[src/hdl/sat_pkg.sv]
// ~~~~~~~~~~~~~~~~~~~~~~~~~~~~~~~~~~~~~~~~~~~~~~~~
// shared types and default sizes for the SAT engine
// WIDTH_LVL must be able to count up to NUM_VARS
// ~~~~~~~~~~~~~~~~~~~~~~~~~~~~~~~~~~~~~~~~~~~~~~~~
`default_nettype none

package sat_pkg;

    localparam int DEF_NUM_VARS    = 8;
    localparam int DEF_NUM_CLAUSES = 8;
    localparam int WIDTH_LVL       = 4;

    typedef enum logic [1:0] {
        VAL_FREE  = 2'd0,
        VAL_TRUE  = 2'd1,
        VAL_FALSE = 2'd2
    } var_val_e;

    // search controller states
    typedef enum logic [2:0] {
        CORE_IDLE   = 3'd0,
        CORE_IMPLY  = 3'd1,
        CORE_DECIDE = 3'd2,
        CORE_BKT    = 3'd3,
        CORE_DONE   = 3'd4
    } core_state_e;

endpackage

`default_nettype wire

[src/hdl/sat_if.sv]
// ~~~~~~~~~~~~~~~~~~~~~~~~~~~~~~~~~~~~~~~~~~~~~~~~
// links clause array, state list and controller
// imply_var is one-hot over the variables
// ~~~~~~~~~~~~~~~~~~~~~~~~~~~~~~~~~~~~~~~~~~~~~~~~
`timescale 1ns/100ps
`default_nettype none

interface sat_if #(
    parameter int NUM_VARS = sat_pkg::DEF_NUM_VARS
);

    sat_pkg::var_val_e   var_val [NUM_VARS];
    logic                imply_valid;
    logic [NUM_VARS-1:0] imply_var;
    sat_pkg::var_val_e   imply_val;
    logic                conflict;
    logic                all_assigned;

    modport carray (
        input  var_val,
        output imply_valid, imply_var, imply_val, conflict
    );

    modport stlist (
        input  imply_valid, imply_var, imply_val, conflict,
        output var_val, all_assigned
    );

    modport ctrl (
        input imply_valid, conflict, all_assigned
    );

endinterface

`default_nettype wire

[src/hdl/clause_array.sv]
// ~~~~~~~~~~~~~~~~~~~~~~~~~~~~~~~~~~~~~~~~~~~~~~~~
// clause store with host access and clause evaluation
// bit 2v is literal v, bit 2v+1 is literal not v
// an all-zero clause is unused and never fires
// write only while the engine is idle or done
// ~~~~~~~~~~~~~~~~~~~~~~~~~~~~~~~~~~~~~~~~~~~~~~~~
`timescale 1ns/100ps
`default_nettype none

module clause_array #(
    parameter int NUM_VARS    = sat_pkg::DEF_NUM_VARS,
    parameter int NUM_CLAUSES = sat_pkg::DEF_NUM_CLAUSES
) (
    input  logic                    clk,
    input  logic                    rst_i,
    input  logic [NUM_CLAUSES-1:0]  wr_carray_i,
    input  logic [NUM_CLAUSES-1:0]  rd_carray_i,
    input  logic [2*NUM_VARS-1:0]   clause_i,
    output logic [2*NUM_VARS-1:0]   clause_o,
    sat_if.carray                   sif
);

    logic [2*NUM_VARS-1:0] clause_q [NUM_CLAUSES];
    logic [2*NUM_VARS-1:0] rd_mux;
    logic [NUM_VARS-1:0]   free_vec [NUM_CLAUSES];
    logic [NUM_VARS-1:0]   pos_vec  [NUM_CLAUSES];
    logic [NUM_VARS-1:0]   true_vec [NUM_CLAUSES];
    logic [NUM_CLAUSES-1:0] unit_c;
    logic [NUM_CLAUSES-1:0] confl_c;

    always_ff @(posedge clk) begin
        for (int c = 0; c < NUM_CLAUSES; c++) begin
            if (rst_i) clause_q[c] <= '0;
            else if (wr_carray_i[c]) clause_q[c] <= clause_i;
        end
    end

    always_comb begin
        rd_mux = '0;
        for (int c = 0; c < NUM_CLAUSES; c++) begin
            if (rd_carray_i[c]) rd_mux = rd_mux | clause_q[c];
        end
    end

    always_ff @(posedge clk) begin
        clause_o <= rd_mux;
    end

    always_comb begin
        for (int c = 0; c < NUM_CLAUSES; c++) begin
            for (int v = 0; v < NUM_VARS; v++) begin
                pos_vec[c][v]  = clause_q[c][2*v];
                free_vec[c][v] = (clause_q[c][2*v] || clause_q[c][2*v+1]) &&
                                 (sif.var_val[v] == sat_pkg::VAL_FREE);
                true_vec[c][v] = (clause_q[c][2*v] && sif.var_val[v] == sat_pkg::VAL_TRUE) ||
                                 (clause_q[c][2*v+1] && sif.var_val[v] == sat_pkg::VAL_FALSE);
            end
            // unit means exactly one free variable left
            unit_c[c]  = (clause_q[c] != '0) && (true_vec[c] == '0) && (free_vec[c] != '0) &&
                         ((free_vec[c] & (free_vec[c] - 1'b1)) == '0);
            confl_c[c] = (clause_q[c] != '0) && (true_vec[c] == '0) && (free_vec[c] == '0);
        end
    end

    always_comb begin
        sif.imply_valid = 1'b0;
        sif.imply_var   = '0;
        sif.imply_val   = sat_pkg::VAL_FREE;
        // scan downwards so the lowest unit clause wins
        for (int c = NUM_CLAUSES - 1; c >= 0; c--) begin
            if (unit_c[c]) begin
                sif.imply_valid = 1'b1;
                sif.imply_var   = free_vec[c];
                sif.imply_val   = |(free_vec[c] & pos_vec[c]) ? sat_pkg::VAL_TRUE
                                                              : sat_pkg::VAL_FALSE;
            end
        end
        sif.conflict = |confl_c;
    end

endmodule

`default_nettype wire

[src/hdl/ctrl_core.sv]
// ~~~~~~~~~~~~~~~~~~~~~~~~~~~~~~~~~~~~~~~~~~~~~~~~
// DPLL sequencer: imply, decide, backtrack
// start_i is only sampled in CORE_IDLE
// sat_o and unsat_o hold until the next accepted start
// ~~~~~~~~~~~~~~~~~~~~~~~~~~~~~~~~~~~~~~~~~~~~~~~~
`timescale 1ns/100ps
`default_nettype none

module ctrl_core (
    input  logic clk,
    input  logic rst_i,
    input  logic start_i,
    output logic done_o,
    output logic sat_o,
    output logic unsat_o,
    output logic apply_imply_o,
    output logic start_decision_o,
    input  logic done_decision_i,
    output logic apply_bkt_o,
    input  logic done_bkt_i,
    input  logic bkt_fail_i,
    output logic clear_assign_o,
    sat_if.ctrl  sif
);

    sat_pkg::core_state_e state_q;
    sat_pkg::core_state_e state_d;

    always_comb begin
        state_d = state_q;
        case (state_q)
            sat_pkg::CORE_IDLE: begin
                if (start_i) state_d = sat_pkg::CORE_IMPLY;
            end
            sat_pkg::CORE_IMPLY: begin
                if (sif.conflict) begin
                    state_d = sat_pkg::CORE_BKT;
                end else if (!sif.imply_valid) begin
                    state_d = sif.all_assigned ? sat_pkg::CORE_DONE : sat_pkg::CORE_DECIDE;
                end
            end
            sat_pkg::CORE_DECIDE: begin
                if (done_decision_i) state_d = sat_pkg::CORE_IMPLY;
            end
            sat_pkg::CORE_BKT: begin
                if (done_bkt_i) begin
                    state_d = bkt_fail_i ? sat_pkg::CORE_DONE : sat_pkg::CORE_IMPLY;
                end
            end
            default: state_d = sat_pkg::CORE_IDLE;
        endcase
    end

    always_ff @(posedge clk) begin
        if (rst_i) begin
            state_q          <= sat_pkg::CORE_IDLE;
            start_decision_o <= 1'b0;
            sat_o            <= 1'b0;
            unsat_o          <= 1'b0;
        end else begin
            state_q <= state_d;
            // one pulse on entry to DECIDE
            start_decision_o <= (state_q == sat_pkg::CORE_IMPLY) &&
                                (state_d == sat_pkg::CORE_DECIDE);
            if (clear_assign_o) begin
                sat_o   <= 1'b0;
                unsat_o <= 1'b0;
            end
            if (state_q == sat_pkg::CORE_IMPLY && state_d == sat_pkg::CORE_DONE) sat_o <= 1'b1;
            if (state_q == sat_pkg::CORE_BKT && state_d == sat_pkg::CORE_DONE) unsat_o <= 1'b1;
        end
    end

    assign apply_imply_o  = (state_q == sat_pkg::CORE_IMPLY);
    assign apply_bkt_o    = (state_q == sat_pkg::CORE_BKT);
    assign done_o         = (state_q == sat_pkg::CORE_DONE);
    assign clear_assign_o = (state_q == sat_pkg::CORE_IDLE) && start_i;

endmodule

`default_nettype wire

[src/hdl/sat_engine.sv]
// ~~~~~~~~~~~~~~~~~~~~~~~~~~~~~~~~~~~~~~~~~~~~~~~~
// DPLL SAT engine for one bin of clauses
// model_o is valid only after done_o with sat_o
// start_i is ignored while a search runs
// ~~~~~~~~~~~~~~~~~~~~~~~~~~~~~~~~~~~~~~~~~~~~~~~~
`timescale 1ns/100ps
`default_nettype none

module sat_engine #(
    parameter int NUM_VARS    = sat_pkg::DEF_NUM_VARS,
    parameter int NUM_CLAUSES = sat_pkg::DEF_NUM_CLAUSES
) (
    input  logic                          clk,
    input  logic                          rst_i,
    input  logic                          start_i,
    input  logic [NUM_CLAUSES-1:0]        wr_carray_i,
    input  logic [NUM_CLAUSES-1:0]        rd_carray_i,
    input  logic [2*NUM_VARS-1:0]         clause_i,
    output logic [2*NUM_VARS-1:0]         clause_o,
    output logic                          done_o,
    output logic                          sat_o,
    output logic                          unsat_o,
    output logic [sat_pkg::WIDTH_LVL-1:0] cur_lvl_o,
    output logic [NUM_VARS-1:0]           model_o
);

    logic apply_imply;
    logic start_decision;
    logic done_decision;
    logic apply_bkt;
    logic done_bkt;
    logic bkt_fail;
    logic clear_assign;

    sat_if #(.NUM_VARS(NUM_VARS)) sat_bus ();

    ctrl_core ctrl_core_i (
        .clk             (clk),
        .rst_i           (rst_i),
        .start_i         (start_i),
        .done_o          (done_o),
        .sat_o           (sat_o),
        .unsat_o         (unsat_o),
        .apply_imply_o   (apply_imply),
        .start_decision_o(start_decision),
        .done_decision_i (done_decision),
        .apply_bkt_o     (apply_bkt),
        .done_bkt_i      (done_bkt),
        .bkt_fail_i      (bkt_fail),
        .clear_assign_o  (clear_assign),
        .sif             (sat_bus.ctrl)
    );

    state_list #(.NUM_VARS(NUM_VARS)) state_list_i (
        .clk             (clk),
        .rst_i           (rst_i),
        .clear_assign_i  (clear_assign),
        .apply_imply_i   (apply_imply),
        .start_decision_i(start_decision),
        .done_decision_o (done_decision),
        .apply_bkt_i     (apply_bkt),
        .done_bkt_o      (done_bkt),
        .bkt_fail_o      (bkt_fail),
        .cur_lvl_o       (cur_lvl_o),
        .model_o         (model_o),
        .sif             (sat_bus.stlist)
    );

    clause_array #(
        .NUM_VARS   (NUM_VARS),
        .NUM_CLAUSES(NUM_CLAUSES)
    ) clause_array_i (
        .clk        (clk),
        .rst_i      (rst_i),
        .wr_carray_i(wr_carray_i),
        .rd_carray_i(rd_carray_i),
        .clause_i   (clause_i),
        .clause_o   (clause_o),
        .sif        (sat_bus.carray)
    );

endmodule

`default_nettype wire

[src/hdl/state_list.sv]
// ~~~~~~~~~~~~~~~~~~~~~~~~~~~~~~~~~~~~~~~~~~~~~~~~
// per-variable value, level and decision flags
// decisions pick the lowest free variable, set true
// backtrack unwinds one level per cycle
// imply is ignored while a conflict is present
// ~~~~~~~~~~~~~~~~~~~~~~~~~~~~~~~~~~~~~~~~~~~~~~~~
`timescale 1ns/100ps
`default_nettype none

module state_list #(
    parameter int NUM_VARS = sat_pkg::DEF_NUM_VARS
) (
    input  logic                          clk,
    input  logic                          rst_i,
    input  logic                          clear_assign_i,
    input  logic                          apply_imply_i,
    input  logic                          start_decision_i,
    output logic                          done_decision_o,
    input  logic                          apply_bkt_i,
    output logic                          done_bkt_o,
    output logic                          bkt_fail_o,
    output logic [sat_pkg::WIDTH_LVL-1:0] cur_lvl_o,
    output logic [NUM_VARS-1:0]           model_o,
    sat_if.stlist                         sif
);

    sat_pkg::var_val_e             val_q [NUM_VARS];
    logic [sat_pkg::WIDTH_LVL-1:0] lvl_q [NUM_VARS];
    logic [sat_pkg::WIDTH_LVL-1:0] cur_lvl_q;
    logic [NUM_VARS-1:0]           is_dec_q;
    logic [NUM_VARS-1:0]           flip_q;
    logic [NUM_VARS-1:0]           free_mask;
    logic [NUM_VARS-1:0]           lvl_hit;
    logic [NUM_VARS-1:0]           dec_sel;
    logic                          dec_flipped;
    logic                          do_imply;

    always_comb begin
        for (int v = 0; v < NUM_VARS; v++) begin
            free_mask[v] = (val_q[v] == sat_pkg::VAL_FREE);
            lvl_hit[v]   = (lvl_q[v] == cur_lvl_q);
            model_o[v]   = (val_q[v] == sat_pkg::VAL_TRUE);
        end
    end

    // isolate lowest free variable
    assign dec_sel     = free_mask & (~free_mask + 1'b1);
    assign dec_flipped = |(lvl_hit & is_dec_q & flip_q);
    assign do_imply    = apply_imply_i && sif.imply_valid && !sif.conflict;

    assign sif.var_val      = val_q;
    assign sif.all_assigned = (free_mask == '0);
    assign cur_lvl_o        = cur_lvl_q;

    // level 0 holds no decision, nothing left to flip
    assign bkt_fail_o = apply_bkt_i && (cur_lvl_q == '0);
    assign done_bkt_o = apply_bkt_i && ((cur_lvl_q == '0) || !dec_flipped);

    always_ff @(posedge clk) begin
        if (rst_i || clear_assign_i) begin
            cur_lvl_q       <= '0;
            done_decision_o <= 1'b0;
            is_dec_q        <= '0;
            flip_q          <= '0;
            for (int v = 0; v < NUM_VARS; v++) begin
                val_q[v] <= sat_pkg::VAL_FREE;
                lvl_q[v] <= '0;
            end
        end else begin
            done_decision_o <= start_decision_i;
            if (start_decision_i) begin
                cur_lvl_q <= cur_lvl_q + 1'b1;
                for (int v = 0; v < NUM_VARS; v++) begin
                    if (dec_sel[v]) begin
                        val_q[v]    <= sat_pkg::VAL_TRUE;
                        lvl_q[v]    <= cur_lvl_q + 1'b1;
                        is_dec_q[v] <= 1'b1;
                        flip_q[v]   <= 1'b0;
                    end
                end
            end else if (apply_bkt_i && cur_lvl_q != '0) begin
                // both branches tried, drop the whole level
                if (dec_flipped) cur_lvl_q <= cur_lvl_q - 1'b1;
                for (int v = 0; v < NUM_VARS; v++) begin
                    if (lvl_hit[v]) begin
                        if (is_dec_q[v] && !dec_flipped) begin
                            val_q[v]  <= sat_pkg::VAL_FALSE;
                            flip_q[v] <= 1'b1;
                        end else begin
                            val_q[v]    <= sat_pkg::VAL_FREE;
                            is_dec_q[v] <= 1'b0;
                            flip_q[v]   <= 1'b0;
                        end
                    end
                end
            end else if (do_imply) begin
                for (int v = 0; v < NUM_VARS; v++) begin
                    if (sif.imply_var[v]) begin
                        val_q[v]    <= sif.imply_val;
                        lvl_q[v]    <= cur_lvl_q;
                        is_dec_q[v] <= 1'b0;
                        flip_q[v]   <= 1'b0;
                    end
                end
            end
        end
    end

endmodule

`default_nettype wire

[config.mk]
export PLATFORM = sky130hd
export DESIGN_NAME = sat_engine
export DESIGN_NICKNAME = d
export VERILOG_FILES = /design/src/hdl/sat_pkg.sv /design/src/hdl/sat_if.sv /design/src/hdl/clause_array.sv /design/src/hdl/ctrl_core.sv /design/src/hdl/sat_engine.sv /design/src/hdl/state_list.sv
export SDC_FILE = /design/constraint.sdc
export NUM_CORES = 1
export LEC_CHECK = 0
export ABC_CLOCK_PERIOD_IN_PS = 3680
export BUFFER_PORTS_ARGS = -buffer_cell sky130_fd_sc_hd__buf_2
export CORE_MARGIN = 3
export CORE_UTILIZATION = 35
export DETAILED_ROUTE_END_ITERATION = 7
export HOLD_SLACK_MARGIN = 0.08
export PLACE_DENSITY = 0.54
export SYNTH_ARGS = -nofsm -noshare
export SYNTH_HDL_FRONTEND = slang
export SYNTH_SLANG_ARGS = --single-unit
[constraint.sdc]
create_clock -name clk -period 3.68 [get_ports clk]
set_input_delay 0.368 -clock clk [delete_from_list [all_inputs] [get_ports clk]]
set_output_delay 0.368 -clock clk [all_outputs]
set_load 0.01 [all_outputs]
== Word level (Yosys, flattened, before mapping) ==
Memories as Yosys holds them, arrays and structs flattened.
Index checks and enable logic that the tools add are counted.

* Input port bits: 35
* Bits in writable memories: 160
* Memories kept: 2
* Bits in registers: 59

{| class="wikitable"
|+ Memory list
! memory !! depth !! bits a word !! read ports !! clocked after Yosys merged registers in !! wr ports !! line !! source
|-
| clause_array_i.clause_q || 8 || 16 || 8 || 0 || 8 || clause_array.sv:23 || <nowiki>logic [2*NUM_VARS-1:0] clause_q [NUM_CLAUSES];</nowiki>
|-
| state_list_i.lvl_q || 8 || 4 || 8 || 0 || 8 || state_list.sv:28 || <nowiki>logic [sat_pkg::WIDTH_LVL-1:0] lvl_q [NUM_VARS];</nowiki>
|}

* Muxes and demuxes: 282
* Reductions and logical operators: 465
* Bitwise logic cells: 51
* Equal/unequal tests: 54
* Add/subtract/negate cells: 11

{| class="wikitable"
|+ Operators by type and width
! kind !! count
|-
| $mux 16 || 19
|-
| $logic_and 1x1->1 || 241
|-
| $logic_not 8->1 || 25
|-
| $mux 1 || 175
|-
| $and 8x8->8 || 19
|-
| $logic_or 1x1->1 || 130
|-
| $reduce_bool 16->1 || 8
|-
| $or 16x16->16 || 7
|-
| $mux 8 || 13
|-
| $mux 2 || 48
|-
| $reduce_or 8->1 || 10
|-
| $mux 4 || 19
|-
| $reduce_bool 8->1 || 8
|-
| $sub 8x1->8 const B || 8
|-
| $reduce_and 5->1 || 8
|-
| $eq 4x4->1 || 8
|-
| $reduce_and 4->1 || 8
|-
| $reduce_bool 3->1 || 9
|-
| $ne 3x2->1 const B || 8
|-
| $ne 3x3->1 const B || 8
|-
| $or 1x1->1 || 24
|-
| $mux 3 || 7
|-
| $eq 2x1->1 const B || 8
|-
| $eq 2x2->1 const B || 8
|-
| 16 further kinds || 37
|}

== Longest topological paths before layout ==
* Depth after elaboration: 23
* Mapped depth: 15
* Gate-level depth less buffers: 11

== Modules after synthesis ==
Synthesis repeated with hierarchy kept, for this count alone.

* Cell total of the unflattened synthesis: 1465
* Area, all modules: 13589.3 um^2

{| class="wikitable"
|+ By module, submodules not included
! module !! sequential area each (um^2) !! area each (um^2) !! cells each !! instances
|-
| clause_array || 4164.0 || 9330.2 || 981 || 1
|-
| state_list || 1701.6 || 3946.3 || 450 || 1
|-
| ctrl_core || 120.1 || 312.8 || 34 || 1
|}

== Least setup slack after synthesis ==
Ideal clock, no wire load.

* Kind: register to register
* Start: memory clause_array_i.clause_q[1][20] (netlist name)
* End: memory state_list_i.lvl_q[1][0] (netlist name) (enable)
* Arrival time: 3.359 ns
* Slack: 0.014 ns
* Required time: 3.373 ns
* Stages on the path, launching flop included: 13
* Cells stage by stage: edfxtp_1 or2_1 a222oi_1 and2_1 a31oi_1 or3_4 and2_1 and4_4 buf_6 or3_4 buf_6 nor4_2 or3_1

{| class="wikitable"
|+ RTL lines
! element !! line
|-
| start, declared || clause_array.sv:23
|-
| end, declared || state_list.sv:28
|}

== Worst setup path in the final report ==
* Start: register state_list_i.val_q, in the netlist state_list_i.sif.var_val[9]
* End: register state_list_i.val_q, in the netlist state_list_i.sif.var_val[13]

* Word-level cells in the longest chain between the ends: 19
* Elaborated cells on any way between the ends: 174

{| class="wikitable"
|+ RTL lines
! element !! line !! source
|-
| start, declared || state_list.sv:27 || <nowiki>sat_pkg::var_val_e val_q [NUM_VARS];</nowiki>
|-
| start signal, assigned by index || state_list.sv:66 || <nowiki>val_q[v] <= sat_pkg::VAL_FREE;</nowiki>
|-
| start signal, assigned by index || state_list.sv:75 || <nowiki>val_q[v] <= sat_pkg::VAL_TRUE;</nowiki>
|-
| start signal, assigned by index || state_list.sv:87 || <nowiki>val_q[v] <= sat_pkg::VAL_FALSE;</nowiki>
|-
| branches (longest 19 deep; another with $sub 8x1->8) || n/a ||
|}

Parallel ways; which one is timed is not known. The select of a mux whose other input is x is not followed.
A chain may end at the register's enable or synchronous reset.

==> flow_metrics.env <==
export IMPL_final_cell_mix="364 x buf_4, 160 x edfxtp_1, 139 x and2_1"
export IMPL_synth_compound_area_share_pct=21.1
export IMPL_fp_row_count=71
export IMPL_core_region_area_um2=38200
export IMPL_fmax_mhz=268
export IMPL_synth_cell_types=81
export IMPL_syn_to_final_growth_pct=37.7
export IMPL_grt_setup_unrepaired="yes"
export IMPL_period_needed_ns=3.73
export IMPL_violations="setup timing"
export IMPL_fp_dieH_um=204
export IMPL_setup_viol=1
export IMPL_ys_async_sr_fraction_pct=0
export IMPL_intPower_mw=5.09
export IMPL_hold_buffers=0
export IMPL_register_area_um2=6010
export IMPL_grt_first_pass_wirelength_um=95300
export IMPL_yosysWarnings=0
export IMPL_cp_common_cell="buf_4"
export IMPL_multi_input_area_um2=8010
export IMPL_syn_cell_area_um2=13700
export IMPL_fill_cells=3654
export IMPL_synth_edf_count=160
export IMPL_path_clk_slew_ns=0.07
export IMPL_detail_route_iter0_violations=1497
export IMPL_numCtsBuffers=25
export IMPL_synthXorXnorAreaFrac_pct=2.42
export IMPL_finalSetupTns_ns=-0.0473
export IMPL_place_congestion=1.11
export IMPL_grt_pass1_vias=13800
export IMPL_routed_wl_um=67200
export IMPL_p_per_area_nw_per_um2=389
export IMPL_htreeDepth=1
export IMPL_start_util_pct=36.0
export IMPL_slowest_stage="o311ai_4"
export IMPL_comb_power_share_pct=22.6
export IMPL_synth_adder_area_share_pct=0.710
export IMPL_syn_avg_cell_area_um2=9.27
export IMPL_synthMuxAreaShare_pct=2.49
export IMPL_synth_top_family_by_area="simple AND/OR/NAND/NOR gates"
export IMPL_seq_power_share_pct=41.3
export IMPL_grt_start_max_net_pins=49
export IMPL_switching_share_pct=30.8
export IMPL_firstDrtPassIters=6
export IMPL_path_max_fanout=8
export IMPL_hold_path_class="in2reg"
export IMPL_critPathTopFamily="compound AO/OA/AOI/OAI gates"
export IMPL_cts_buffer_depth=3
export IMPL_ys_seq_elements=219
export IMPL_drcViolationCount=0
export IMPL_drive_above_1_share_pct=35.5
export IMPL_max_cap_violations=0
export IMPL_dp_hpwl_um=52700
export IMPL_die_area_um2=41700
export IMPL_drv_slew=0
export IMPL_worst_slack_ns=-0.0473
export IMPL_synth_cells=1483
export IMPL_relSlewSlack_pct=26.7
export IMPL_grtUsageTotal_pct=31.3
export IMPL_clock_sink_count=219
export IMPL_worst_clock_skew_ns=0.0382
export IMPL_power_share_clock_pct=36.2
export IMPL_worstSkewPairLatency_ns=0.58
export IMPL_ys_seq_area_share_pct=43.6
export IMPL_path_class="reg2reg"
export IMPL_hold_viol=0
export IMPL_antenna_cells=0
export IMPL_tightest_slew_ns=1.10
export IMPL_path_buf_inv=7
export IMPL_post_route_period_util_pct=101
export IMPL_viasPerCell=6.00
export IMPL_post_drt_wl_per_cell_um=28.0
export IMPL_io_buffer_count=65
export IMPL_critPathMaxStageDelay_ns=0.46
export IMPL_leakagePower_nw=7.55
export IMPL_path_cells="buf_6 > nor2_4 > buf_6 > a222oi_1 > buf_4 > and4_4 > and3_1 > o311ai_4 > buf_6 > buf_4 > o211a_1 > o31ai_1 > buf_4 > a31o_4 > buf_4 > o41ai_2"
export IMPL_cp_required_ns=4.12
export IMPL_antenna_found_initial=0
export IMPL_synth_simple_area_share_pct=26.4
export IMPL_grt_overflow_total=0
export IMPL_cp_end_kind="register"
export IMPL_fin_nets=1906
export IMPL_synth_fp_nets=1521
export IMPL_root_buffer="clkbuf_16"
export IMPL_power_switching_mw=2.27
export IMPL_ios=66
export IMPL_postLayoutCoreUtil_pct=49.5
export IMPL_die_w_um=204
export IMPL_worstPathArrival_ns=4.16
export IMPL_setup_worst_path_start_class="register"
export IMPL_final_common_cell="buf_4"
export IMPL_dominantRegCellSynth="edfxtp_1"
export IMPL_status="complete, but fails checks"
export IMPL_via_count=14400
export IMPL_cts_tree="built"
export IMPL_final_antenna_net_count=0
export IMPL_peakVddDrop_mv=0.409
-- synthesized netlist by cell type (7+ instances only) --
cell type	count	area [um2]
a21oi_1	39	195
a221oi_1	11	96.3
a222oi_1	7	70.1
a22o_1	14	123
a22oi_1	137	1030
a31oi_1	13	81.3
and2_1	140	876
and3b_1	9	78.8
and4_1	9	78.8
buf_2	13	65.1
clkbuf_1	72	270
dfxtp_1	59	1180
edfxtp_1	160	4800
inv_1	8	30.0
mux2i_1	33	330
nand2_1	108	405
nand3_1	34	170
nand3b_1	8	60.1
nand4_1	51	319
nor2_1	135	507
nor2b_1	30	188
nor3_1	32	160
nor4_1	25	156
o211ai_1	15	113
o21a_1	7	52.6
o21ai_0	71	355
o22ai_1	21	131
or2_1	8	50.1
or2_2	33	206
or3_1	12	75.1
or4_1	9	67.6
xnor2_1	24	210
xor2_1	14	123
-- cell type report --
class | count | share of cell area (%)
tap | 511 | 3.38
sequential | 219 | 31.7
inverter | 8 | 0.159
clock inverter | 19 | 1.14
timing repair buffer | 453 | 17.9
multi-input combinational | 1161 | 42.3
clock buffer | 27 | 3.40
-- kinds of logic (layout without fill, tap and decap cells) --
logic type	Yosys count	in the layout
buffers and inverters	104	507
AOI/OAI and AO/OA	408	408
adders and majority gates	9	9
and+or+nand+nor	671	672
DFF	219	219
xor gates and xnor gates	38	38
muxes	34	34
-- path summary, 6_finish.rpt --
kind | endpoint | startpoint | cells past startpoint | slack (ns)
setup / recovery | state_list_i.sif.var_val[13]$_SDFFE_PN0P_ | state_list_i.sif.var_val[9]$_SDFFE_PN0P_ | 16 | -0.05
hold / removal | clause_array_i.clause_q[0][63]$_SDFFCE_PN0P_ | clause_i[15] | 2 | 0.22
setup reg to reg | state_list_i.sif.var_val[13]$_SDFFE_PN0P_ | state_list_i.sif.var_val[9]$_SDFFE_PN0P_ | 16 | -0.05
hold reg to reg | ctrl_core_i.unsat_o$_SDFFE_PP0P_ | ctrl_core_i.unsat_o$_SDFFE_PP0P_ | 2 | 0.46
-- per-layer routing --
metal | vias to the layer above | routed length (um) | GRT usage, %
met4 | 0 | 3880 | 14.2
met2 | 746 | 30700 | 51.1
met3 | 201 | 4560 | 4.09
li1 | 6442 | - | -
met1 | 6996 | 28100 | 41.7
met5 | - | 0 | 0
-- what timing repair did --
item	CTS	global route
buffers inserted	11	29
cloned	1	1
pin swaps	9	29
setup endpoints to repair	100	94
resized for setup	48	142
-- metrics by stage --
step	worst slack, ns	instances	power (mW)	hold slack, ns	instance area [um2]
4_1_cts	-0.000857	2369	7.23	0.224	18100
3_3_place_gp	-0.752	2311	4.56	0.440	17000
5_1_grt	-0.104	2398	7.58	0.245	18900
2_1_floorplan	0.0143	1483	3.70	0.432	13700
6_report	-0.0473	2398	7.36	0.215	18900
3_5_place_dp	-0.710	2311	4.56	0.444	17000
-- power by group through the flow --
| stage | clock (mW) | sequential, mW | combinational, mW |
|---|---|---|---|
| after floorplan | 0 | 3.02 | 0.674 |
| after global placement | 0 | 3.08 | 1.48 |
| after detailed placement | 0 | 3.08 | 1.48 |
| after CTS | 2.69 | 3.03 | 1.51 |
| after global routing | 2.79 | 3.05 | 1.74 |
| final | 2.66 | 3.04 | 1.66 |
-- registers in the layout, indices dropped and copies added, names as in the netlist, 3 cells and up --
name and flops:
clause_array_i.clause_q 128, state_list_i.lvl_q 32, state_list_i.sif.var_val 16, ctrl_core_i.state_q 3, state_list_i.cur_lvl_o 4, state_list_i.is_dec_q 8
state_list_i.flip_q 8, clause_array_i.clause_o 16
(Power assumes the default switching activity.)
